### src/hdl/cache_pkg.sv
// Shared types and constants for the two-way write-back data cache.
// Every cache module imports this package in its header.
`default_nettype none

package cache_pkg;

  localparam int addr_width_c = 32;
  localparam int word_width_c = 32;
  localparam int ways_c = 2;

  // array request fields are sized for the largest supported cache
  localparam int max_index_width_c = 10;
  localparam int max_offset_width_c = 4;

  typedef struct packed {
    logic write;
    logic [addr_width_c-1:0] addr;
    logic [word_width_c-1:0] data;
  } cache_req_t;

  typedef struct packed {
    logic write_not_read;
    logic [addr_width_c-1:0] addr;
  } dma_req_t;

  // tag is a word address with index and offset bits held at zero
  typedef struct packed {
    logic valid;
    logic [addr_width_c-3:0] tag;
  } tag_entry_t;

  typedef struct packed {
    logic re;
    logic [ways_c-1:0] tag_we;
    logic [ways_c-1:0] data_we;
    logic [max_index_width_c-1:0] index;
    logic [max_offset_width_c-1:0] offset;
    tag_entry_t tag;
    logic [word_width_c-1:0] data;
  } array_req_t;

  // word address of addr with the low index and offset bits cleared
  function automatic logic [addr_width_c-3:0] tag_bits(input logic [addr_width_c-1:0] addr,
                                                      input int low_bits);
    logic [addr_width_c-3:0] mask;
    mask = '1;
    mask = mask << low_bits;
    return addr[addr_width_c-1:2] & mask;
  endfunction

endpackage

`default_nettype wire
### src/hdl/cache_miss_unit.sv
// Miss handling: writes back a dirty victim, fills the line over DMA,
// merges a store-miss word, rewrites the tag and returns the missed word.
// Started by a pulse from the pipeline, answers with miss_done_o.
`timescale 1ns/1ps
`default_nettype none

module cache_miss_unit
  import cache_pkg::*;
#(
  parameter int sets_p = 16,
  parameter int block_size_in_words_p = 4,
  localparam int index_width_lp = $clog2(sets_p),
  localparam int offset_width_lp = $clog2(block_size_in_words_p),
  localparam int low_bits_lp = index_width_lp + offset_width_lp
) (
  input  wire logic                                  clock_i,
  input  wire logic                                  reset_i,
  input  wire logic                                  miss_start_i,
  input  wire logic [addr_width_c-1:0]               miss_addr_i,
  input  wire logic                                  miss_store_i,
  input  wire logic [word_width_c-1:0]               miss_wdata_i,
  input  wire logic                                  victim_way_i,
  input  wire logic                                  victim_dirty_i,
  input  wire tag_entry_t [ways_c-1:0]               tag_rdata_i,
  input  wire logic [ways_c-1:0][word_width_c-1:0]   data_rdata_i,
  output array_req_t                                 array_req_o,
  output dma_req_t                                   dma_req_o,
  output logic                                       dma_req_v_o,
  input  wire logic                                  dma_req_yumi_i,
  input  wire logic [word_width_c-1:0]               dma_read_data_i,
  input  wire logic                                  dma_read_v_i,
  output logic                                       dma_read_ready_o,
  output logic [word_width_c-1:0]                    dma_write_data_o,
  output logic                                       dma_write_v_o,
  input  wire logic                                  dma_write_yumi_i,
  output logic                                       fill_update_o,
  output logic                                       fill_way_o,
  output logic                                       fill_dirty_o,
  output logic                                       miss_done_o,
  output logic [word_width_c-1:0]                    fill_word_o
);

  typedef enum logic [2:0] {
    idle_s,
    evict_req_s,
    evict_stream_s,
    fill_req_s,
    fill_stream_s,
    tag_write_s,
    done_s
  } state_e;

  state_e state_r, state_n;
  logic [offset_width_lp-1:0] cnt_r, miss_offset;
  logic last_word, miss_store_r, victim_way_r;
  logic [addr_width_c-1:0] miss_addr_r, line_addr, evict_addr;
  logic [word_width_c-1:0] miss_wdata_r, fill_word_r, fill_data;
  logic [ways_c-1:0] way_mask;
  tag_entry_t victim_tag, new_tag;

  assign miss_offset = miss_addr_r[2 +: offset_width_lp];
  assign last_word = &cnt_r;
  assign line_addr = {miss_addr_r[addr_width_c-1:offset_width_lp+2], {(offset_width_lp+2){1'b0}}};

  // victim sits in the same set, only its tag bits differ
  assign victim_tag = tag_rdata_i[victim_way_r];
  assign evict_addr = {victim_tag.tag[addr_width_c-3:low_bits_lp], line_addr[low_bits_lp+1:0]};

  assign way_mask = ways_c'(1) << victim_way_r;
  assign fill_data = (miss_store_r && cnt_r == miss_offset) ? miss_wdata_r : dma_read_data_i;
  assign new_tag = '{valid: 1'b1, tag: tag_bits(miss_addr_r, low_bits_lp)};

  always_comb begin
    state_n = state_r;
    case (state_r)
      idle_s:         if (miss_start_i) state_n = victim_dirty_i ? evict_req_s : fill_req_s;
      evict_req_s:    if (dma_req_yumi_i) state_n = evict_stream_s;
      evict_stream_s: if (dma_write_yumi_i && last_word) state_n = fill_req_s;
      fill_req_s:     if (dma_req_yumi_i) state_n = fill_stream_s;
      fill_stream_s:  if (dma_read_v_i && last_word) state_n = tag_write_s;
      tag_write_s:    state_n = done_s;
      default:        state_n = idle_s;
    endcase
  end

  always_comb begin
    array_req_o = '0;
    array_req_o.index[index_width_lp-1:0] = miss_addr_r[offset_width_lp+2 +: index_width_lp];
    array_req_o.offset[offset_width_lp-1:0] = cnt_r;
    array_req_o.tag = new_tag;
    array_req_o.data = fill_data;
    case (state_r)
      idle_s: begin
        // victim tag and word 0 of the set, cnt_r is zero here
        array_req_o.re = miss_start_i;
        array_req_o.index[index_width_lp-1:0] = miss_addr_i[offset_width_lp+2 +: index_width_lp];
      end
      evict_stream_s: begin
        // fetch the next word as the current one is taken
        array_req_o.re = dma_write_yumi_i & ~last_word;
        array_req_o.offset[offset_width_lp-1:0] = cnt_r + 1'b1;
      end
      fill_stream_s: array_req_o.data_we = dma_read_v_i ? way_mask : '0;
      tag_write_s:   array_req_o.tag_we = way_mask;
      default: ;
    endcase
  end

  // cnt_r wraps back to zero at the end of each stream
  always_ff @(posedge clock_i) begin
    if (reset_i) begin
      state_r <= idle_s;
      cnt_r <= '0;
    end else begin
      state_r <= state_n;
      if ((state_r == evict_stream_s && dma_write_yumi_i)
          || (state_r == fill_stream_s && dma_read_v_i)) begin
        cnt_r <= cnt_r + 1'b1;
      end
    end
  end

  always_ff @(posedge clock_i) begin
    if (state_r == idle_s && miss_start_i) begin
      miss_addr_r <= miss_addr_i;
      miss_store_r <= miss_store_i;
      miss_wdata_r <= miss_wdata_i;
      victim_way_r <= victim_way_i;
    end
    if (state_r == fill_stream_s && dma_read_v_i && cnt_r == miss_offset) begin
      fill_word_r <= fill_data;
    end
  end

  assign dma_req_v_o = state_r == evict_req_s || state_r == fill_req_s;
  assign dma_req_o.write_not_read = state_r == evict_req_s;
  assign dma_req_o.addr = (state_r == evict_req_s) ? evict_addr : line_addr;
  assign dma_write_v_o = state_r == evict_stream_s;
  assign dma_write_data_o = data_rdata_i[victim_way_r];
  assign dma_read_ready_o = state_r == fill_stream_s;

  assign fill_update_o = state_r == tag_write_s;
  assign fill_way_o = victim_way_r;
  assign fill_dirty_o = miss_store_r;
  assign miss_done_o = state_r == done_s;
  assign fill_word_o = fill_word_r;

endmodule

`default_nettype wire

### config.mk
export PLATFORM = sky130hd
export DESIGN_NAME = cache_miss_unit
export DESIGN_NICKNAME = d
export VERILOG_FILES = /design/src/hdl/cache_pkg.sv /design/src/hdl/cache_miss_unit.sv
export SDC_FILE = /design/constraint.sdc
export NUM_CORES = 1
export LEC_CHECK = 0
export BUFFER_PORTS_ARGS = -buffer_cell sky130_fd_sc_hd__buf_2
export CORE_AREA = 2 2 163 165
export CTS_CLUSTER_SIZE = 10
export DETAILED_ROUTE_END_ITERATION = 10
export DIE_AREA = 0 0 165 167
export GPL_TIMING_DRIVEN = 0
export HOLD_SLACK_MARGIN = 0.06
export SLEW_MARGIN = 15
export SYNTH_ARGS = -nofsm -noshare
export SYNTH_HDL_FRONTEND = slang
export SYNTH_SLANG_ARGS = --single-unit
### constraint.sdc
create_clock -name clock_i -period 6.86 [get_ports clock_i]
set_input_delay 0.343 -clock clock_i [delete_from_list [all_inputs] [get_ports clock_i]]
set_output_delay 0.343 -clock clock_i [all_outputs]
set_load 0.02 [all_outputs]
==> Yosys cells after proc, flatten, opt, wreduce, memory -nomap -nowiden <==
Index checks and enable logic that the tools add are counted.
W data, S select, Z words.
{ "word_totals": {"ff_bits": 103, "in_bits": 231, "out_inout_bits": 186, "word_cells": 55} }
{ "op_classes": {"addsub": 1, "magnitude_cmp": 1, "n_eq_ne": 12, "n_shift": 1, "n_mux": 19, "n_bitwise": 2, "reduce_logical": 12} }
{ "ops": {"columns": ["op", "count"], "rows": [
  ["$mux W32", 4],
  ["$mux W30", 2],
  ["$pmux W3 S6", 1],
  ["$mux W3", 5],
  ["$mux W2", 5],
  ["$eq A3 B3 Y1 const B", 3],
  ["$logic_and A1 B1 Y1", 7],
  ["$eq A3 B2 Y1 const B", 2],
  ["$ne A2 B1 Y1 const B", 3],
  ["$reduce_and A5 Y1", 1],
  ["$mux W4", 1],
  ["$ne A2 B2 Y1 const B", 2],
  ["$eq A3 B1 Y1 const B", 1],
  ["$logic_not A3 Y1", 1],
  ["$add A2 B1 Y2 const B", 1],
  ["$eq A2 B2 Y1", 1],
  ["$logic_or A1 B1 Y1", 2],
  ["$lt A1 B2 Y1 const B", 1],
  ["$pmux W1 S2", 1],
  ["$reduce_and A2 Y1", 1],
  ["$shl A1 B1 Y2 const A", 1],
  ["$and A1 B1 Y1", 1],
  ["$not A1 Y1", 1]
]} }

==> Longest topological paths before layout <==
Gate-level depths: netlist of the first run.
{ "logic_depth": {"ltp_word": 4, "depth_mapped": 5, "ltp_nobuf": 4} }

==> Worst setup path before layout of the first run <==
OpenSTA, ideal clock, no wires.
{ "synth_timing": {"kind": "reg2out", "from": "register state_r[0]", "to": "output port array_req_o[81] (netlist bit)", "t_arrival_ns": 2.803, "t_required_ns": 6.517, "slack_ns": 3.714, "path_stages_with_launch": 5, "path_buffers": 1, "cell_sequence": "dfxtp_1 > buf_6 > nor3_1 > and2_1 > a31o_2"} }
{ "synth_rtl": {"columns": ["element", "line_no", "rtl"], "rows": [
  ["from (decl)", "cache_miss_unit.sv:53", "state_e state_r, state_n;"],
  ["from (signal assigned)", "cache_miss_unit.sv:112", "state_r <= idle_s;"],
  ["from (signal assigned)", "cache_miss_unit.sv:115", "state_r <= state_n;"],
  ["to (decl)", "cache_miss_unit.sv:26", "output array_req_t array_req_o,"]
]} }

==> results of run 1 <==
## critical path, stage by stage (launching register included)
cell     delay (ps)
dfxtp_1         330
buf_6           140
nor3_1          560
and2_4          530
buf_12          280
a31o_2          140
buf_2           160
## routing by layer
layer / share of wire / routed length (um) / global-route usage
met2: 0.51 / 9810 / 0.241
met1: 0.35 / 6700 / 0.131
met5: 0.00083 / 16 / 0
met4: 0.012 / 231 / 0.0340
met3: 0.13 / 2490 / 0.0672
## flip-flops by register name (all words and copies together) (netlist names)
name	cells
miss_wdata_r	32
cnt_r	2
state_r	3
fill_word_o	32
miss_addr_r	30
fill_dirty_o	1
fill_way_o	1
## final cells by class
cell class                      count  area, um2  area share
Sequential cell                   101       2980       0.384
Timing Repair Buffer              382       1950       0.251
Multi-Input combinational cell    206       1630       0.210
Buffer                             66        469      0.0604
Tap cell                          335        419      0.0540
Clock buffer                        9        225      0.0290
Clock inverter                      7       77.6     0.00999
Inverter                            2       7.51    0.000967
Antenna cell                        2       5.00    0.000645
## power by group through the flow
stage | Clock, mW | Combinational [mW] | Sequential [mW]
3_3_place_gp | 0 | 0.994 | 0.855
2_1_floorplan | 0 | 0.628 | 0.840
4_1_cts | 0.545 | 1.01 | 0.832
3_5_place_dp | 0 | 1.01 | 0.847
6_report | 0.524 | 0.994 | 0.830
5_1_grt | 0.562 | 1.07 | 0.841
## stage by stage
| step | worst slack [ps] | utilization | cells | cell area [um2] |
|---|---|---|---|---|
| after floorplan | 3710 | - | 375 | 5080 |
| after global placement | 2560 | 0.287 | 1090 | 7400 |
| after detailed placement | 4330 | 0.289 | 1092 | 7460 |
| after CTS | 3920 | 0.301 | 1108 | 7760 |
| after global routing | 3800 | 0.301 | 1109 | 7760 |
| final | 4020 | 0.301 | 1110 | 7760 |
## cell families after synthesis
| logic type | Yosys count | share of synthesized area |
|---|---|---|
| buffers and inverters | 68 | 0.0951 |
| multiplexers | 95 | 0.207 |
| AND/OR/NAND/NOR | 55 | 0.0546 |
| XOR/XNOR | 3 | 0.00524 |
| adder cells (fa/ha/maj) | 1 | 0.00249 |
| AO/OA/AOI/OAI | 33 | 0.0392 |
| flip-flops | 101 | 0.595 |
| other | 2 | 0.00150 |
## Yosys cell counts, drive strengths merged
cell type	n	area share
clkbuf	4	0.0030
inv	2	0.0015
dfxtp	5	0.020
nor3	2	0.0020
and3b	1	0.0017
xnor2	2	0.0035
nor2b	1	0.0012
buf	62	0.091
nand2b	5	0.0062
ha	1	0.0025
a21oi	26	0.026
nand3b	2	0.0030
o32ai	1	0.0017
a31o	1	0.0017
and2	2	0.0025
xor2	1	0.0017
a211oi	1	0.0015
edfxtp	96	0.57
nand2	5	0.0037
conb	2	0.0015
mux2i	25	0.050
o41ai	1	0.0032
a32o	1	0.0020
a211o	1	0.0017
mux2	70	0.16
nor3b	3	0.0065
nor2	30	0.022
nand3	3	0.0040
and3	1	0.0012
o22ai	1	0.0012
## worst min-delay path by stage
stage,from,end,slack (ps),depth (start not counted)
after floorplan,miss_store_i,fill_dirty_o,440,0
after global placement,miss_wdata_i[14],miss_wdata_r[14],520,1
after detailed placement,miss_wdata_i[31],miss_wdata_r[31],520,1
after CTS,miss_addr_i[29],miss_addr_r[29],140,1
after global routing,miss_wdata_i[8],miss_wdata_r[8],140,1
final,miss_wdata_i[19],miss_wdata_r[19],160,1
==> qor.csv, run 1 <==
stage,metric,value,unit
synth,sequential fraction of the synthesis area,0.595,
cts,Post-CTS Setup Repair Bufs,0,
layout,fin nets,1000,
power_and_ir_drop,Clk pwr share,0.223,
global_route,vias in the first global route,4236,
critical_path,CP Capture Type,output port,
global_route,total track usage,0.132,
place,port buffer count,380,
drt,DRT Pass-1 Iters,4,
status,status,finished clean,
synth,Yosys cell types,36,
critical_path,CP required,6520,ps
power_and_ir_drop,leak pwr,3.62,nW
sta,Slew Limit Fails,0,
sta,FMAX,353,MHz
critical_path,Worst Reg-to-Reg Cells,4,
sta,measured slew at the worst slew-check pin,1010,ps
power_and_ir_drop,switching part of the total,0.392,
critical_path,"Arr. time, crit path",2490,ps
drt,Routed WL,19200,um
critical_path,FF-to-FF Start,state_r[0],
critical_path,reg2reg end,miss_wdata_r[14],
drt,DRT iter0 DRCs,139,
cts,hold_buf cts,0,
global_route,initial antenna violation count,4,
cts,"CTS clk-pin slew, worst paths",80,ps
sta,TNS Setup,0,ps
synth,Seq cells post-synth,101,
cts,CTS tree,done,
sta,final setup fails,0,
drt,post-route ant nets,0,
cts,root buf cell,clkbuf_16,
layout,fill count,2706,
cts,clock sinks,101,
sta,Max transition margin,0.329,
power_and_ir_drop,maximum vdd drop,115,uV
sta,min cycle time layout,2840,ps
power_and_ir_drop,Sw Pwr,919,uW
power_and_ir_drop,pwr/cell area,302,nW/um2
die,die width,165,um
synth,Cells after Synth,358,
power_and_ir_drop,Flop pwr share,0.354,
cts,Num CTS Buffers,9,
flow_run,max-cap violations,0,
cts,PostCTS Resize Cnt,0,
drt,DRC violations left,0,
critical_path,Crit Path Category,reg2out,
cts,clock latency on the worst-skew pair,350,ps
cts,H-tree levels,3,
global_route,pin count of the biggest net entering global routing,40,
critical_path,crit path launch,state_r[0],
drt,WL/cell,17.3,um
die,Core Box Area,25800,um2
synth,total number of yosys warnings,0,
layout,Area Growth Syn to Fin,54.8,%
place,detailed placer's ending HPWL,16100,um
power_and_ir_drop,Gate power share,0.423,
sta,Tcrit/Tclk final,0.413,
power_and_ir_drop,Int Pwr,1.43,mW
place,GP Congestion,0.823,
die,die area,27600,um2
critical_path,CP Launch Type,register,
power_and_ir_drop,total power,2.35,mW
sta,RSZ-0062 raised after global routing,false,
layout,"commonest non-fill, non-tap cell in the layout",buf_2,
synth,Mean Syn Cell Area,14.0,um2
die,Die H,167,um
sta,Hold WS,158,ps
cts,Clock Path Buffers,2,
global_route,global-route wire length before repair,25900,um
sta,Worst Skew,12.8,ps
die,initial core utilization,0.195,
global_route,GRT Residual Overflow,0,
critical_path,CP endpoint,array_req_o[81],
min_path,worst min path class,in2reg,
synth,Mapped Area,5010,um2
critical_path,reg2reg setup slack,4660,ps
die,boundary pin count,417,
sta,Hold Fails Final Rpt,0,
drt,vias per cell,3.89,
layout,most frequent cells in the layout,"buf_2 (389), edfxtp_1 (96), mux2_2 (68)",
die,Rows,59,
critical_path,worst-path fanout max,39,
drt,DR vias,4317,
layout,layout cell share with drive strength beyond 1,0.691,
No activity file was read; power rests on OpenSTA's default activity.
==> inputs of run 2 (changes only) <==
- CORE_AREA: 2 2 163 165 -> 2 2 164 166
- DIE_AREA: 0 0 165 167 -> 0 0 166 168
- clock period: 6.86 -> 2.6 ns (I/O delays scaled with it)
==> run 2 against run 1 <==
  * Worst setup slack got worse by 3800 ps
  * Total power increased to 2.7 times the previous value
  * Largest power group unchanged
  * Critical path type unchanged
  * Sequential cell count unchanged
  * Hold slack got worse by 68 ps
==> qor.csv, run 2 (same netlist as run 1, synthesis figures left out) <==
stage,metric,value,unit
cts,clock sinks,101,
drt,DRC violations left,0,
layout,fill count,2751,
die,die width,166,um
critical_path,Worst Reg-to-Reg Cells,4,
layout,register area,2980,um2
drt,post-route ant nets,0,
global_route,initial antenna violation count,3,
critical_path,Crit Path Category,reg2out,
power_and_ir_drop,total power,6.37,mW
layout,most frequent cells in the layout,"buf_2 (388), edfxtp_1 (96), mux2_2 (68)",
sta,measured slew at the worst slew-check pin,826,ps
cts,"CTS clk-pin slew, worst paths",80,ps
global_route,GRT Residual Overflow,0,
place,GP Congestion,0.747,
drt,DR vias,4614,
global_route,total track usage,0.131,
drt,DRT Pass-1 Iters,5,
layout,layout cell share with drive strength beyond 1,0.640,
min_path,hold path cells,2,
sta,Hold Fails Final Rpt,0,
power_and_ir_drop,pwr/cell area,754,nW/um2
critical_path,CP Capture Type,output port,
cts,CTS tree,done,
sta,FMAX,422,MHz
global_route,pin count of the biggest net entering global routing,35,
power_and_ir_drop,leak pwr,3.90,nW
die,Die H,168,um
drt,WL/cell,16.4,um
layout,Final Cell Area,8450,um2
power_and_ir_drop,maximum vdd drop,388,uV
drt,vias per cell,3.90,
layout,"Core Util, Final",0.321,
critical_path,worst-path fanout max,10,
status,status,finished clean,
die,boundary pin count,417,
place,Inst Count DP,1098,
cts,root buf cell,clkbuf_16,
cts,Post-CTS Setup Repair Bufs,0,
critical_path,"Arr. time, crit path",2240,ps
drt,Routed WL,19300,um
sta,Tcrit/Tclk final,0.911,
sta,final setup fails,0,
die,die area,27900,um2
cts,Num CTS Buffers,9,
sta,RSZ-0062 raised after global routing,false,
min_path,worst min path class,in2reg,
critical_path,CP Launch Type,register,
sta,Hold WS,89.4,ps
critical_path,reg2reg setup slack,530,ps
layout,fin nets,1065,
sta,min cycle time layout,2370,ps
layout,Finished Layout Cells,1182,
cts,Clock Path Buffers,2,
cts,H-tree levels,3,
critical_path,CP required,2470,ps
flow_run,max-cap violations,0,
place,detailed placer's ending HPWL,15500,um
global_route,vias in the first global route,4765,
sta,Slew Limit Fails,0,
layout,Area Growth Syn to Fin,68.5,%
place,port buffer count,380,
die,Rows,60,
die,initial core utilization,0.190,
global_route,global-route wire length before repair,27500,um
sta,Max transition margin,0.449,
layout,area of the multi-input gates,1630,um2
cts,clock latency on the worst-skew pair,350,ps
place,area post-placement,7460,um2
die,Core Box Area,26400,um2
sta,Worst Skew,9.62,ps
layout,"commonest non-fill, non-tap cell in the layout",buf_2,
drt,DRT iter0 DRCs,125,
[run 2: layer usage]
layer	GRT usage	wire length, um
met1	0.140	7200
met2	0.251	10300
met3	0.0407	1630
met4	0.0321	239
met5	0	0
[run 2: final cells by class]
cell class / instances / share of cell area
inverters: 2 / 0.000888
diodes: 3 / 0.000888
clock inverters: 7 / 0.0121
repair buffers: 447 / 0.307
well taps: 341 / 0.0505
flip-flops and latches: 101 / 0.353
clock buffers: 9 / 0.0266
multi-input cells: 206 / 0.193
plain buffers: 66 / 0.0560
[run 2: worst paths after layout]
check | end | from
max reg2reg | fill_word_o[30] | state_r[2]
min reg2reg | fill_word_o[5] | miss_wdata_r[5]
max | dma_req_o[28] | state_r[1]
min | fill_word_o[12] | dma_read_data_i[12]
[run 2: stage by stage]
step,setup TNS (ps),setup WS [ps]
after floorplan,0,75.8
after global placement,-35200,-466
after detailed placement,0,289
after CTS,0,6.83
after global routing,0,21.4
final,0,232
[run 2: critical path, stage by stage, from the launching register on]
cell and delay, ps:
dfxtp_1 380, nor3b_2 360, clkbuf_1 670, a21oi_1 240, buf_2 230
[run 2: what timing repair did]
item	in CTS	in global routing
endpoints found under the hold margin	66	0
setup endpoints to repair	1	2
hold buffers	65	0
resized for setup	1	4
[run 2: power by group]
group | internal [mW] | switching (mW) | leakage (nW)
combinational | 1.07 | 1.63 | 2.81
sequential | 2.09 | 0.112 | 0.934
clock | 0.783 | 0.693 | 0.160
total | 3.94 | 2.43 | 3.90
