===== src/hdl/cache_pkg.sv =====
// Shared types and constants for the two-way write-back data cache.
// Every cache module imports this package in its header.
`default_nettype none

package cache_pkg;

  localparam int addr_width_c = 32;
  localparam int word_width_c = 32;
  localparam int ways_c = 2;

  // array request fields are sized for the largest supported cache
  localparam int max_index_width_c = 10;
  localparam int max_offset_width_c = 4;

  typedef struct packed {
    logic write;
    logic [addr_width_c-1:0] addr;
    logic [word_width_c-1:0] data;
  } cache_req_t;

  typedef struct packed {
    logic write_not_read;
    logic [addr_width_c-1:0] addr;
  } dma_req_t;

  // tag is a word address with index and offset bits held at zero
  typedef struct packed {
    logic valid;
    logic [addr_width_c-3:0] tag;
  } tag_entry_t;

  typedef struct packed {
    logic re;
    logic [ways_c-1:0] tag_we;
    logic [ways_c-1:0] data_we;
    logic [max_index_width_c-1:0] index;
    logic [max_offset_width_c-1:0] offset;
    tag_entry_t tag;
    logic [word_width_c-1:0] data;
  } array_req_t;

  // word address of addr with the low index and offset bits cleared
  function automatic logic [addr_width_c-3:0] tag_bits(input logic [addr_width_c-1:0] addr,
                                                      input int low_bits);
    logic [addr_width_c-3:0] mask;
    mask = '1;
    mask = mask << low_bits;
    return addr[addr_width_c-1:2] & mask;
  endfunction

endpackage

`default_nettype wire

===== src/hdl/cache_pipeline.sv =====
// Request pipeline of the cache: tag lookup (tl) and verify (v) stages.
// Detects hits, writes store hits, hands misses to the miss unit and
// replays the tl lookup once the fill is done.
`timescale 1ns/1ps
`default_nettype none

module cache_pipeline
  import cache_pkg::*;
#(
  parameter int sets_p = 16,
  parameter int block_size_in_words_p = 4,
  localparam int index_width_lp = $clog2(sets_p),
  localparam int offset_width_lp = $clog2(block_size_in_words_p)
) (
  input  wire logic                                  clock_i,
  input  wire logic                                  reset_i,
  input  wire cache_req_t                            req_i,
  input  wire logic                                  v_i,
  output logic                                       ready_o,
  output logic [word_width_c-1:0]                    data_o,
  output logic                                       v_o,
  input  wire logic                                  yumi_i,
  output array_req_t                                 array_req_o,
  input  wire tag_entry_t [ways_c-1:0]               tag_rdata_i,
  input  wire logic [ways_c-1:0][word_width_c-1:0]   data_rdata_i,
  input  wire logic                                  pipe_owns_rdata_i,
  output logic                                       miss_start_o,
  output logic [addr_width_c-1:0]                    miss_addr_o,
  output logic                                       miss_store_o,
  output logic [word_width_c-1:0]                    miss_wdata_o,
  input  wire logic                                  miss_done_i,
  input  wire logic [word_width_c-1:0]               fill_word_i,
  output logic                                       hit_update_o,
  output logic                                       hit_way_o,
  output logic                                       hit_store_o
);

  logic tl_v_r;
  cache_req_t tl_req_r;
  tag_entry_t [ways_c-1:0] tl_tags, tl_tags_r;
  logic [ways_c-1:0][word_width_c-1:0] tl_words, tl_words_r;
  logic [ways_c-1:0] hit_ways;
  logic tl_hit, tl_way, tl_moves, store_write;

  logic v_v_r, v_miss_r, v_write_r, v_way_r, v_we;
  logic [addr_width_c-1:0] v_addr_r;
  logic [word_width_c-1:0] v_wdata_r, v_data_r;
  logic miss_start_r, hit_update_r, replay_r;

  // array outputs move under the miss unit, keep a private copy
  assign tl_tags = pipe_owns_rdata_i ? tag_rdata_i : tl_tags_r;
  assign tl_words = pipe_owns_rdata_i ? data_rdata_i : tl_words_r;

  always_comb begin
    for (int w = 0; w < ways_c; w++) begin
      hit_ways[w] = tl_tags[w].valid
        && tl_tags[w].tag == tag_bits(tl_req_r.addr, index_width_lp + offset_width_lp);
    end
  end

  assign tl_hit = |hit_ways;
  assign tl_way = hit_ways[1];

  assign v_o = v_v_r & ~v_miss_r;
  assign v_we = ~v_miss_r & (~v_v_r | yumi_i);
  // tl data is stale during the replay read
  assign tl_moves = tl_v_r & v_we & ~replay_r;
  assign store_write = tl_moves & tl_hit & tl_req_r.write;
  assign ready_o = ~v_miss_r & ~replay_r & ~store_write & (~tl_v_r | tl_moves);

  always_comb begin
    array_req_o = '0;
    if (store_write || replay_r) begin
      array_req_o.re = replay_r & tl_v_r;
      array_req_o.data_we = store_write ? hit_ways : '0;
      array_req_o.index[index_width_lp-1:0] =
        tl_req_r.addr[offset_width_lp+2 +: index_width_lp];
      array_req_o.offset[offset_width_lp-1:0] = tl_req_r.addr[2 +: offset_width_lp];
      array_req_o.data = tl_req_r.data;
    end else begin
      array_req_o.re = v_i & ready_o;
      array_req_o.index[index_width_lp-1:0] = req_i.addr[offset_width_lp+2 +: index_width_lp];
      array_req_o.offset[offset_width_lp-1:0] = req_i.addr[2 +: offset_width_lp];
    end
  end

  always_ff @(posedge clock_i) begin
    if (reset_i) begin
      tl_v_r <= 1'b0;
      v_v_r <= 1'b0;
      v_miss_r <= 1'b0;
      miss_start_r <= 1'b0;
      hit_update_r <= 1'b0;
      replay_r <= 1'b0;
    end else begin
      if (ready_o) begin
        tl_v_r <= v_i;
      end else if (tl_moves) begin
        tl_v_r <= 1'b0;
      end
      if (tl_moves) begin
        v_v_r <= 1'b1;
        v_miss_r <= ~tl_hit;
      end else if (v_o && yumi_i) begin
        v_v_r <= 1'b0;
      end
      if (miss_done_i) begin
        v_miss_r <= 1'b0;
      end
      miss_start_r <= tl_moves & ~tl_hit;
      hit_update_r <= tl_moves & tl_hit;
      replay_r <= miss_done_i;
    end
  end

  always_ff @(posedge clock_i) begin
    tl_tags_r <= tl_tags;
    tl_words_r <= tl_words;
    if (v_i && ready_o) begin
      tl_req_r <= req_i;
    end
    if (tl_moves) begin
      v_write_r <= tl_req_r.write;
      v_addr_r <= tl_req_r.addr;
      v_wdata_r <= tl_req_r.data;
      v_way_r <= tl_way;
      v_data_r <= tl_req_r.write ? '0 : tl_words[tl_way];
    end else if (miss_done_i) begin
      v_data_r <= v_write_r ? '0 : fill_word_i;
    end
  end

  assign data_o = v_data_r;

  assign miss_start_o = miss_start_r;
  assign miss_addr_o = v_addr_r;
  assign miss_store_o = v_write_r;
  assign miss_wdata_o = v_wdata_r;

  // replacement state follows the item as it enters v
  assign hit_update_o = hit_update_r;
  assign hit_way_o = v_way_r;
  assign hit_store_o = v_write_r;

endmodule

`default_nettype wire


===== config.mk =====
export PLATFORM = sky130hd
export DESIGN_NAME = cache_pipeline
export DESIGN_NICKNAME = d
export VERILOG_FILES = /design/src/hdl/cache_pkg.sv /design/src/hdl/cache_pipeline.sv
export SDC_FILE = /design/constraint.sdc
export NUM_CORES = 1
export LEC_CHECK = 0
export BUFFER_PORTS_ARGS = -buffer_cell sky130_fd_sc_hd__clkbuf_2
export CORE_AREA = 5 5 158 160
export DETAILED_ROUTE_END_ITERATION = 8
export DIE_AREA = 0 0 163 165
export PLACE_DENSITY = 0.87
export SLEW_MARGIN = 10
export SYNTH_ARGS = -nofsm -noshare
export SYNTH_HDL_FRONTEND = slang
export SYNTH_SLANG_ARGS = --single-unit

===== constraint.sdc =====
create_clock -name clock_i -period 10.12 [get_ports clock_i]
set_clock_uncertainty 0.1 [all_clocks]
set_input_delay 2.024 -clock clock_i [delete_from_list [all_inputs] [get_ports clock_i]]
set_output_delay 2.024 -clock clock_i [all_outputs]
set_load 0.005 [all_outputs]

# Word-level counts from Yosys, hierarchy flattened

Index checks and enable logic that the tools add are counted.

Magnitude comparators: 1
Reduce and logical (&&, ||, !) cells: 10
Multiplexer cells: 18
Bitwise operators: 20
Equal/unequal tests: 2

Operators with widths:

| kind                                                                  | count |
|---|---|
| 32-bit 2-to-1 mux                                                     | 7 |
| 64-bit 2-to-1 mux                                                     | 1 |
| 62-bit 2-to-1 mux                                                     | 1 |
| 30-bit == test                                                        | 2 |
| 1-bit bitwise AND                                                     | 12 |
| 2-bit 2-to-1 mux                                                      | 3 |
| 1-bit inverter                                                        | 6 |
| 2-bit nonzero test                                                    | 3 |
| 1-bit 2-to-1 mux                                                      | 5 |
| 1-bit logical AND                                                     | 4 |
| 4-bit 2-to-1 mux                                                      | 1 |
| 2-bit OR reduction                                                    | 2 |
| 1-bit by 2-bit < comparator with 1-bit output (second input constant) | 1 |
| 1-bit bitwise OR                                                      | 2 |
| 1-bit logical OR                                                      | 1 |

Output and inout port bits: 185
Flip-flop bits (word level): 295
Input port bits: 229
Logic and storage cells: 71

# Depth between registers and ports, before layout

Gate-level depths: netlist (run 1).

Depth after elaboration: 12
Mapped depth: 11
Depth with buffers taken out: 7

# Worst setup path after synthesis (run 1)

OpenSTA, ideal clock, no wires.

Kind: in2out
Start: input port yumi_i
End: output port array_req_o[63] (netlist bit)
Stages on the path: 7
Required time: 7996 ps
Path buffers: 1
Slack: 2967 ps
Data arrival time: 5029 ps
Cells stage by stage: inv_1 > a21o_1 > inv_2 > clkbuf_1 > nand3_1 > mux2_2 > o211ai_1

RTL lines:

| item               | RTL line             | RTL |
|---|---|---|
| start: declaration | cache_pipeline.sv:22 | `input wire logic yumi_i,` |
| end: declaration   | cache_pipeline.sv:23 | `output array_req_t array_req_o,` |

==> results.md, run 1 <==
- Synth Warn #: 0
- PwrDens: 197 nW/um^2
- # Post-CTS Setup Buffers: 0
- CTS clk-pin slew, worst paths: 0.06 ns
- RSZ-0062 raised after global routing: no
- Dpl cells: 1448
- Ports: 414
- Most frequent CP cell: buf_4
- CP endpoint kind: primary output
- Worst vdd rail ir drop: 166 uV
- Initial DRT Pass Iterations: 5
- R2R Path End: tl_req_r[56]$_DFFE_PP_
- Post-synthesis register bit count: 295
- Minimum clock period: 8.08 ns
- Initial antenna violation count: 1
- Gr usage total: 21.0%
- Routed Antenna Nets: 0
- Post-cts resize count: 0
- Asr flop ratio synth: 0%
- Synth Instances: 786
- Crit Path Category: primary input to primary output
- CTS Buffer Depth: 3
- R2R depth: 8
- Cell family with most CP delay: buffers and inverters
- Hold Startpoint: tl_req_r[32]$_DFFE_PP_
- Initial DRC count: 402
- Pin count of the biggest net entering global routing: 89
- Dpl hpwl: 22000 um
- Leak Pwr: 6.06 nW
- Worst path bufs/invs: 3
- Reg2reg start: tl_tags_r[42]$_DFF_P_
- Core Rows: 56
- Final Hold Violating Endpoints: 0
- Die width: 163 um
- Core area: 23300 sq um
- Clk sink count: 295
- WL per Instance: 19.9 um
- Slowest CP cell: buf_4
- Status: finished clean
- Post-synth EDFFs: 163
- MaxCap Viol Count: 0
- Gpl congestion: 0.875
- Starting density of the core: 49.2%
- Clk root buf: clkbuf_16
- Syn Area/Cell: 14.6 sq um
- Vias: 7629
- Final setup fails: 0
- First-pass GRT wire length: 43900 um
- Port Buf Inserts: 372
- Hold Buf Count CTS: 0
- DR DRC count: 0
- Req. time, crit path: 8.00 ns
- Tightest Hold Check Type: register to register
- Worst Tran Pin Value: 1.24 ns
- Crit path max fanout: 88
- CP Cell Sequence: buf_4 -> buf_4 -> mux2_2 -> xor2_1 -> nor4_1 -> nand4_1 -> nor2_1 -> o211ai_4 -> nor3_1 -> clkbuf_2
- Setup TNS: 0 ns
- Via density: 5.07
- Slew Viols, Final: 0
- CTS tree: yes
- Final WL: 30000 um
- Clock Latency Late Sink: 0.54 ns
- Max incr delay on CP: 0.84 ns
- Seq/Total Area, Yosys: 65.9%
- Final net count: 1390
- Die Area: 26900 sq um
- FF-to-FF setup slack: 6.14 ns
- Vias in the first global route: 7950
- Hold Crit Endpoint: miss_addr_o[0]$_DFFE_PP_
- Share of cells above drive strength 1: 46.9%
- Cell Area, Synth: 11400 sq um
- Main synth FF type: edfxtp_1
- WP data arrival: 5.95 ns
- GRT overflow: 0
- CP Launch Type: primary input
- Inserted Clock Buffers: 30
- Maximum achievable frequency: 124 MHz
- Die height: 165 um
- Final Cycle Share: 79.8%
- Slew HR: 17.5%
- Hold path cells: 0
- Area Overhead vs Synth: 26.2%
- Final non-filler cell total: 1505
- CTS H-tree depth: 1
- Number of distinct library cells after synthesis: 43
## power by group
part / leakage, nW / switching [W] / internal (W) / total [W]
Combinational: 2.89 / 0.000159 / 0.000136 / 0.000294
Sequential: 2.67 / 0.0000384 / 0.00138 / 0.00141
Clock: 0.504 / 0.000450 / 0.000689 / 0.00114
## layout by cell type, fill, tap and decap left out, types with 8 or more instances in the layout
| cell | instances |
|---|---|
| xor2_1 | 48 |
| clkbuf_16 | 31 |
| inv_1 | 8 |
| conb_1 | 41 |
| a21boi_1 | 28 |
| mux2_2 | 121 |
| nor2_1 | 13 |
| clkbuf_2 | 371 |
| mux2i_1 | 38 |
| nand3_1 | 8 |
| o21ai_1 | 28 |
| nor4_1 | 22 |
| edfxtp_1 | 163 |
| nand2_1 | 39 |
| dfxtp_1 | 132 |
## area by class of cell
class / instances / area (sq um)
inverter: 9 / 35.0
fill: 1785 / 8820
sequential: 295 / 7540
tap: 319 / 399
clock buffer: 39 / 846
antenna: 1 / 2.50
timing repair buffer: 378 / 1910
multi-input combinational: 447 / 3520
clock inverter: 17 / 188
## layer usage
layer	vias to the layer above	track usage, %	share of wire, %
met3	75	4.47	6.8
met5	-	0	0
li1	3546	-	-
met1	3671	25.3	38
met4	0	7.93	3.9
met2	337	37.2	51
## worst max-delay path by stage
| stage | depth (start not counted) | slack [ns] | startpoint | to |
|---|---|---|---|---|
| after CTS | 10 | 2.08 | pipe_owns_rdata_i | array_req_o[78] |
| after floorplan | 7 | 2.97 | yumi_i | array_req_o[63] |
| after detailed placement | 10 | 2.11 | pipe_owns_rdata_i | array_req_o[78] |
| after global routing | 10 | 1.79 | pipe_owns_rdata_i | array_req_o[78] |
| after global placement | 10 | 2.22 | pipe_owns_rdata_i | array_req_o[78] |
| final | 10 | 2.04 | pipe_owns_rdata_i | array_req_o[78] |
## state kept, by name, indices dropped and copies added, names as in the netlist
signal        count
tl_words_r       64
hit_update_o      1
hit_way_o         1
miss_wdata_o     32
hit_store_o       1
data_o           32
v_miss_r          1
replay_r          1
miss_start_o      1
tl_v_r            1
tl_tags_r        62
v_v_r             1
tl_req_r         65
miss_addr_o      32
## stage by stage
step	setup WS, ns	power (W)	hold slack [ns]	util (%)	cell area [sq um]
floorplan	2.97	0.00160	0.300	-	11600
global placement	2.22	0.00172	0.301	57.6	13400
detailed placement	2.11	0.00173	0.309	57.6	13400
CTS	2.08	0.00287	0.318	62.1	14400
global route	1.79	0.00296	0.338	62.1	14400
finish	2.04	0.00285	0.319	62.1	14400
## synth_stat cells, types with 2 or more instances
cell type / number / area share (%)
a21boi_0: 5 / 0.33
o21ai_1: 28 / 1.2
mux2_2: 121 / 12
edfxtp_1: 163 / 43
nand3_1: 8 / 0.35
o211ai_1: 7 / 0.46
clkbuf_1: 18 / 0.59
nor2b_1: 2 / 0.11
a22oi_1: 7 / 0.46
nand2b_1: 2 / 0.11
inv_1: 8 / 0.26
nor3b_1: 2 / 0.13
mux2_1: 2 / 0.20
nand2_1: 39 / 1.3
nor2_1: 14 / 0.46
mux2i_1: 38 / 3.3
mux2_4: 3 / 0.39
buf_6: 7 / 0.69
dfxtp_1: 132 / 23
nor3_1: 5 / 0.22
buf_4: 46 / 3.0
o21ai_0: 6 / 0.26
xor2_1: 48 / 3.7
nor4_1: 22 / 1.2
buf_1: 3 / 0.098
nand4_1: 6 / 0.33
a21boi_1: 28 / 1.8
## worst reg2reg max path, stage by stage (launching register included)
cell and delay (ns):
dfxtp_1 0.31, mux2_1 0.33, xor2_1 0.24, nor4_1 0.10, nand4_1 0.16, nor2_4 0.04
buf_4 0.31, o211ai_4 0.97, and3_4 0.94
## kinds of logic after synthesis
logic type | share of synthesized area, %
AO/OA/AOI/OAI | 5.27
other | 0.0328
flip-flops | 65.9
XOR/XNOR | 3.67
buffers and inverters | 4.73
AND/OR/NAND/NOR | 4.62
multiplexers | 15.8
Note: power is estimated with default switching activity, not from simulation.
==> run 2, diff against run 1 <==
Settings changed: ABC_AREA set to 1, CORE_AREA 5 5 158 160 to not set, CORE_MARGIN set to 5, CORE_UTILIZATION set to 50, DIE_AREA 0 0 163 165 to not set, PLACE_DENSITY 0.87 to 0.88.
Clock period 10.12 ns to 7.8 ns, I/O delays scaled along.
==> run 2 against run 1 <==
Effect of this change:
- sequential power up 30%
- flip-flop and latch count unchanged
- non-clock buffer count up 3
- global-route usage up 1.6 points
- via count up 25%
- critical path type unchanged
- largest power group unchanged
==> results.md, run 2 <==
- Status: finished clean
- CP Cell Sequence: buf_4 -> inv_4 -> nand2_1 -> nand2_1 -> nand2_1 -> nand2_1 -> inv_1 -> nand2_1 -> nor2_1 -> nand2_1 -> nor2_1 -> nand2_1 -> nand2_2 -> nand3_4 -> nand2_4 -> inv_2 -> nand2_1 -> nand2_1 -> clkbuf_2
- CTS H-tree depth: 1
- Post-synth top area share: 41.2%
- Synth area leader: edfxtp_1
- Inserted Clock Buffers: 30
- Fin worst setup slack: 1.49 ns
- Maximum achievable frequency: 159 MHz
- Ports: 414
- Biggest register: tl_req_r
- Synth Instances: 1215
- Most frequent CP cell: nand2_1
- Syn Area/Cell: 9.78 sq um
- Slew HR: 27.9%
- Req. time, crit path: 6.14 ns
- Final Hold Violating Endpoints: 0
- Dpl hpwl: 22900 um
- Tightest Hold Check Type: register to register
- Met3 Use GR: 6.52%
- Multi-input logic area: 3330 sq um
- Total power: 0.00382 W
- Final non-filler cell total: 1928
- Initial antenna violation count: 5
- Regs by FF count: tl_req_r (65), tl_words_r (64), tl_tags_r (62)
- Pin count of the biggest net entering global routing: 95
- Switching power: 0.000896 W
- Via density: 4.93
- MaxCap Viol Count: 0
- Minimum clock period: 6.31 ns
- Vias in the first global route: 9730
- Clock network power share: 41.7%
- DR DRC count: 0
- Hold Buf Count CTS: 0
- CTS clk-pin slew, worst paths: 0.06 ns
- Ranking of synthesized cells by area: edfxtp_1 41%, dfxtp_1 22%, nand2_1 13%
- Gr usage total: 22.6%
- WP data arrival: 4.65 ns
- Die Area: 27000 sq um
- Clock Latency Late Sink: 0.56 ns
- Hold slack final: 0.324 ns
- Area Overhead vs Synth: 25.6%
- Initial DRT Pass Iterations: 7
- CP endpoint kind: primary output
- Final setup fails: 0
- Slowest CP cell: inv_2
- First-pass GRT wire length: 48600 um
- Fillers: 1772
- Clk root buf: clkbuf_16
- Largest register FFs: 65
- Register area: 7540 sq um
- Synth Warn #: 0
- Final net count: 1812
- Number of distinct library cells after synthesis: 30
- Post-synth EDFFs: 163
- Reg power frac: 48.1%
- Core area: 23500 sq um
- Starting density of the core: 50.6%
- Post-Place Setup Slack: 1.49 ns
- Most frequent cell after synthesis: nand2_1
- Switching Fraction: 23.5%
- Internal power: 0.00292 W
- Clk sink count: 295
- Most common cell after layout, fill and taps aside: nand2_1
- RSZ-0062 raised after global routing: no
- CTS tree: yes
- Post-synthesis register bit count: 295
- Asr flop ratio synth: 0%
- Met2 usage: 39.8%
- Max incr delay on CP: 0.76 ns
- Main synth FF type: edfxtp_1
- Cell Area, Synth: 11900 sq um
- Worst Tran Pin Value: 1.08 ns
- Die width: 164 um
- GRT met1 Usage: 25.2%
- Initial DRC count: 727
- Crit path max fanout: 94
- Worst vdd rail ir drop: 215 uV
- Port Buf Inserts: 372
- Final WL: 31600 um
- Leak Pwr: 7.54 nW
- Crit Path Category: primary input to primary output
- Most frequent cells in the layout: 416 x nand2_1, 371 x clkbuf_2, 163 x edfxtp_1
- Worst path bufs/invs: 5
- Routed Antenna Nets: 0
- Gr busiest metal: met2
- Final Cycle Share: 80.8%
- Commonest cells in the netlist: 416 x nand2_1, 163 x edfxtp_1, 156 x inv_1
- GRT overflow: 0
- WL per Instance: 16.4 um
- PwrDens: 255 nW/um^2
- Post-cts resize count: 0
- Setup TNS: 0 ns
- Dpl cells: 1870
- Combinational fraction of design power: 10.2%
- Die height: 164 um
- Share of cells above drive strength 1: 28.9%
- CP Launch Type: primary input
- Slew Viols, Final: 0
- CTS Buffer Depth: 3
- Cell family with most CP delay: buffers and inverters
- # Post-CTS Setup Buffers: 0
- Core Rows: 56
- Seq/Total Area, Yosys: 63.4%
- Gpl congestion: 0.897
- FF-to-FF setup slack: 4.75 ns
- Vias: 9514
==> run 2: area by class of cell <==
| type | count | share of cell area (%) |
|---|---|---|
| Sequential cell | 295 | 50.5 |
| Multi-Input combinational cell | 715 | 22.3 |
| Timing Repair Buffer | 381 | 12.9 |
| Clock buffer | 35 | 5.43 |
| Inverter | 160 | 4.06 |
| Tap cell | 319 | 2.67 |
| Clock inverter | 21 | 2.11 |
| Antenna cell | 2 | 0.0335 |
==> run 2: per-stage QoR <==
| stage | util [%] | cell area, sq um |
|---|---|---|
| after detailed placement | 58.8 | 13800 |
| after global routing | 63.6 | 14900 |
| after floorplan | - | 12000 |
| after global placement | 58.8 | 13800 |
| final | 63.6 | 14900 |
| after CTS | 63.6 | 14900 |
==> run 2: worst reg2reg max path: cells and delay by family (launching register included) <==
kind,cells,cell delay (ns)
buffers and inverters,4,1.44
DFF,1,0.34
and+or+nand+nor,2,0.32
AOI/OAI and AO/OA,1,0.49
==> run 2: power groups by stage <==
stage | sequential, W | combinational (W) | clock (W)
after global placement | 0.00186 | 0.000371 | 0
after global routing | 0.00184 | 0.000438 | 0.00169
final | 0.00183 | 0.000388 | 0.00159
after detailed placement | 0.00187 | 0.000384 | 0
after CTS | 0.00183 | 0.000390 | 0.00162
after floorplan | 0.00186 | 0.000230 | 0
==> run 2: path summary, 6_finish.rpt <==
path,from,end,cells past startpoint
worst max-delay path,pipe_owns_rdata_i,array_req_o[67],19
worst min-delay path,tl_req_r[32]$_DFFE_PP_,miss_addr_o[0]$_DFFE_PP_,0
worst max register to register,v_v_r$_SDFFE_PP0P_,tl_req_r[47]$_DFFE_PP_,7
worst min register to register,tl_req_r[32]$_DFFE_PP_,miss_addr_o[0]$_DFFE_PP_,0
==> run 2: logic make-up (layout without fill, tap and decap cells) <==
group                  after synthesis  count (layout)  share of synthesized area (%)
XOR/XNOR                             6               6                          0.442
multiplexers                        32              32                           2.69
flip-flops                         295             295                           63.4
AO/OA/AOI/OAI                       70              70                           4.02
AND/OR/NAND/NOR                    566             566                           19.5
buffers and inverters              245             597                           9.85
other                                1              43                         0.0315
==> run 2: per-layer routing <==
metal	part of all wire (%)	vias to the layer above	wire, um
li1	-	4530	-
met4	4.4	6	1400
met3	9.3	114	2940
met2	50	458	15900
met5	0.16	-	49
met1	36	4406	11300
==> run 3, diff against run 2 <==
Settings changed: CORE_UTILIZATION 50 to 45, PLACE_DENSITY 0.88 to 0.84.
Clock period 7.8 ns to 5.35 ns, I/O delays scaled along.
==> run 3 against run 2 <==
Effect of this change:
- non-clock buffer count is 3 higher
- critical path depth is 1 lower
- critical endpoint is now array_req_o[10]
- power is 43% higher
- sequential share of layout area is 0.11 points lower
- hold slack worse by 0.0044 ns
- combinational power is 47% higher
- final area is 0.23% higher
==> results.md, run 3 (synthesis gave the netlist of run 2 again) <==
- Cell Area, Placed: 13900 sq um
- Most frequent cells in the layout: 416 x nand2_1, 371 x clkbuf_2, 163 x edfxtp_1
- Initial DRC count: 670
- Largest register FFs: 65
- Hold Buf Count CTS: 0
- CP Cell Sequence: buf_4 -> inv_4 -> buf_4 -> nand2_1 -> nand2_1 -> nand2_1 -> nor2_1 -> nand2_1 -> nor2_1 -> nand2_1 -> nor2_1 -> nand2_1 -> nand2_2 -> nand3_4 -> nand2_4 -> inv_2 -> nor2_1 -> clkbuf_2
- Most common cell after layout, fill and taps aside: nand2_1
- Core Rows: 59
- First-pass GRT wire length: 49600 um
- Dpl hpwl: 23400 um
- Crit Path Category: primary input to primary output
- PwrDens: 364 nW/um^2
- Die width: 173 um
- CTS H-tree depth: 1
- Slew HR: 32.4%
- Leak Pwr: 7.54 nW
- CTS clk-pin slew, worst paths: 0.06 ns
- CTS Buffer Depth: 3
- Minimum clock period: 4.88 ns
- Design Area, Final: 15000 sq um
- Die height: 173 um
- WP data arrival: 3.71 ns
- Clk root buf: clkbuf_16
- Req. time, crit path: 4.18 ns
- Final setup fails: 0
- Hold Startpoint: tl_req_r[33]$_DFFE_PP_
- Die Area: 29800 sq um
- Clock Latency Late Sink: 0.55 ns
- CP Launch Type: primary input
- Ports: 414
- Final WL: 31700 um
- Port Buf Inserts: 372
- Worst path bufs/invs: 5
- Routed Antenna Nets: 0
- Initial antenna violation count: 3
- Core area: 26100 sq um
- Reg2reg start: tl_req_r[58]$_DFFE_PP_
- Maximum achievable frequency: 205 MHz
- Inserted Clock Buffers: 31
- Share of cells above drive strength 1: 28.8%
- WL per Instance: 16.3 um
- Biggest register: tl_req_r
- # Post-CTS Setup Buffers: 0
- Status: finished clean
- Clk sink count: 295
- Post-cts resize count: 0
- Tightest Hold Check Type: register to register
- Vias in the first global route: 9528
- Hold slack final: 0.320 ns
- Starting density of the core: 45.6%
- Setup TNS: 0 ns
- CP endpoint kind: primary output
- Most frequent CP cell: nand2_1
- Critical path origin: pipe_owns_rdata_i
- DR DRC count: 0
- Max incr delay on CP: 0.36 ns
- RSZ-0062 raised after global routing: no
- Crit path max fanout: 38
- Final Cycle Share: 91.3%
- Gpl congestion: 0.874
- Slew Viols, Final: 0
- Pin count of the biggest net entering global routing: 92
- Initial DRT Pass Iterations: 7
- Cell family with most CP delay: simple AND/OR/NAND/NOR gates
- Worst Tran Pin Value: 1.01 ns
- Regs by FF count: tl_req_r (65), tl_words_r (64), tl_tags_r (62)
- Vias: 9217
- Slowest CP cell: inv_2
- MaxCap Viol Count: 0
- Via density: 4.73
- Fillers: 2220
- Final net count: 1816
- CTS tree: yes
- Final Hold Violating Endpoints: 0
- Gr usage total: 20.3%
- Area Overhead vs Synth: 25.9%
- Worst vdd rail ir drop: 299 uV
- GRT overflow: 0
## run 3: cell types whose count changed in the layout (fill, tap and decap cells not counted), sizes merged
| cell | delta |
|---|---|
| inv | -1 |
| clkbuf | +12 |
| clkinvlp | -2 |
| buf | +3 |
| diode | +1 |
| clkinv | -2 |
| bufinv | -5 |
## run 3: worst reg2reg max path, stage by stage, from the launching register on
cell and delay, ns:
edfxtp_1 0.52, nand3b_1 0.21, nand2_1 0.06, nand2_1 0.04
nor2_1 0.12, nand2_1 0.08, nor2_1 0.12, nand2_2 0.10
nand2_2 0.10, nand3_4 0.09, nand3_1 0.16, clkinv_2 0.37
buf_12 0.36
## run 3: area by class of cell
cell class	instances	area (sq um)	share of cell area, %
multi-input cells	715	3330	22.2
diodes	3	7.51	0.0502
repair buffers	384	1990	13.3
clock inverters	11	116	0.777
clock buffers	47	960	6.41
inverters	160	607	4.05
well taps	335	419	2.80
flip-flops and latches	295	7540	50.4
## run 3: where the power goes
part	total, W	switching [W]	internal, W	leakage (nW)
registers	0.00268	0.0000722	0.00260	2.66
clock network	0.00220	0.000868	0.00133	0.527
logic	0.000570	0.000345	0.000225	4.35
## run 3: worst paths after layout
| path | cells after the start | slack [ns] | endpoint |
|---|---|---|---|
| setup / recovery | 18 | 0.47 | array_req_o[10] |
| hold / removal | 0 | 0.32 | miss_addr_o[1]$_DFFE_PP_ |
| setup reg to reg | 12 | 2.61 | tl_req_r[23]$_DFFE_PP_ |
| hold reg to reg | 0 | 0.32 | miss_addr_o[1]$_DFFE_PP_ |
## run 3: per-layer routing
layer	wire (um)	up-vias	track usage [%]
met5	13	-	0
met4	1150	2	7.36
met3	2700	71	5.44
met2	16000	424	36.0
met1	11900	4172	23.5
li1	-	4548	-
## run 3: metrics by stage
stage | utilization [%] | instances | total power, W | setup WS, ns
3_3_place_gp | 53.3 | 1889 | 0.00327 | 0.492
2_1_floorplan | - | 1255 | 0.00305 | 0.420
5_1_grt | 57.4 | 1949 | 0.00568 | 0.154
4_1_cts | 57.4 | 1947 | 0.00550 | 0.404
6_report | 57.4 | 1950 | 0.00545 | 0.466
3_5_place_dp | 53.3 | 1889 | 0.00329 | 0.424
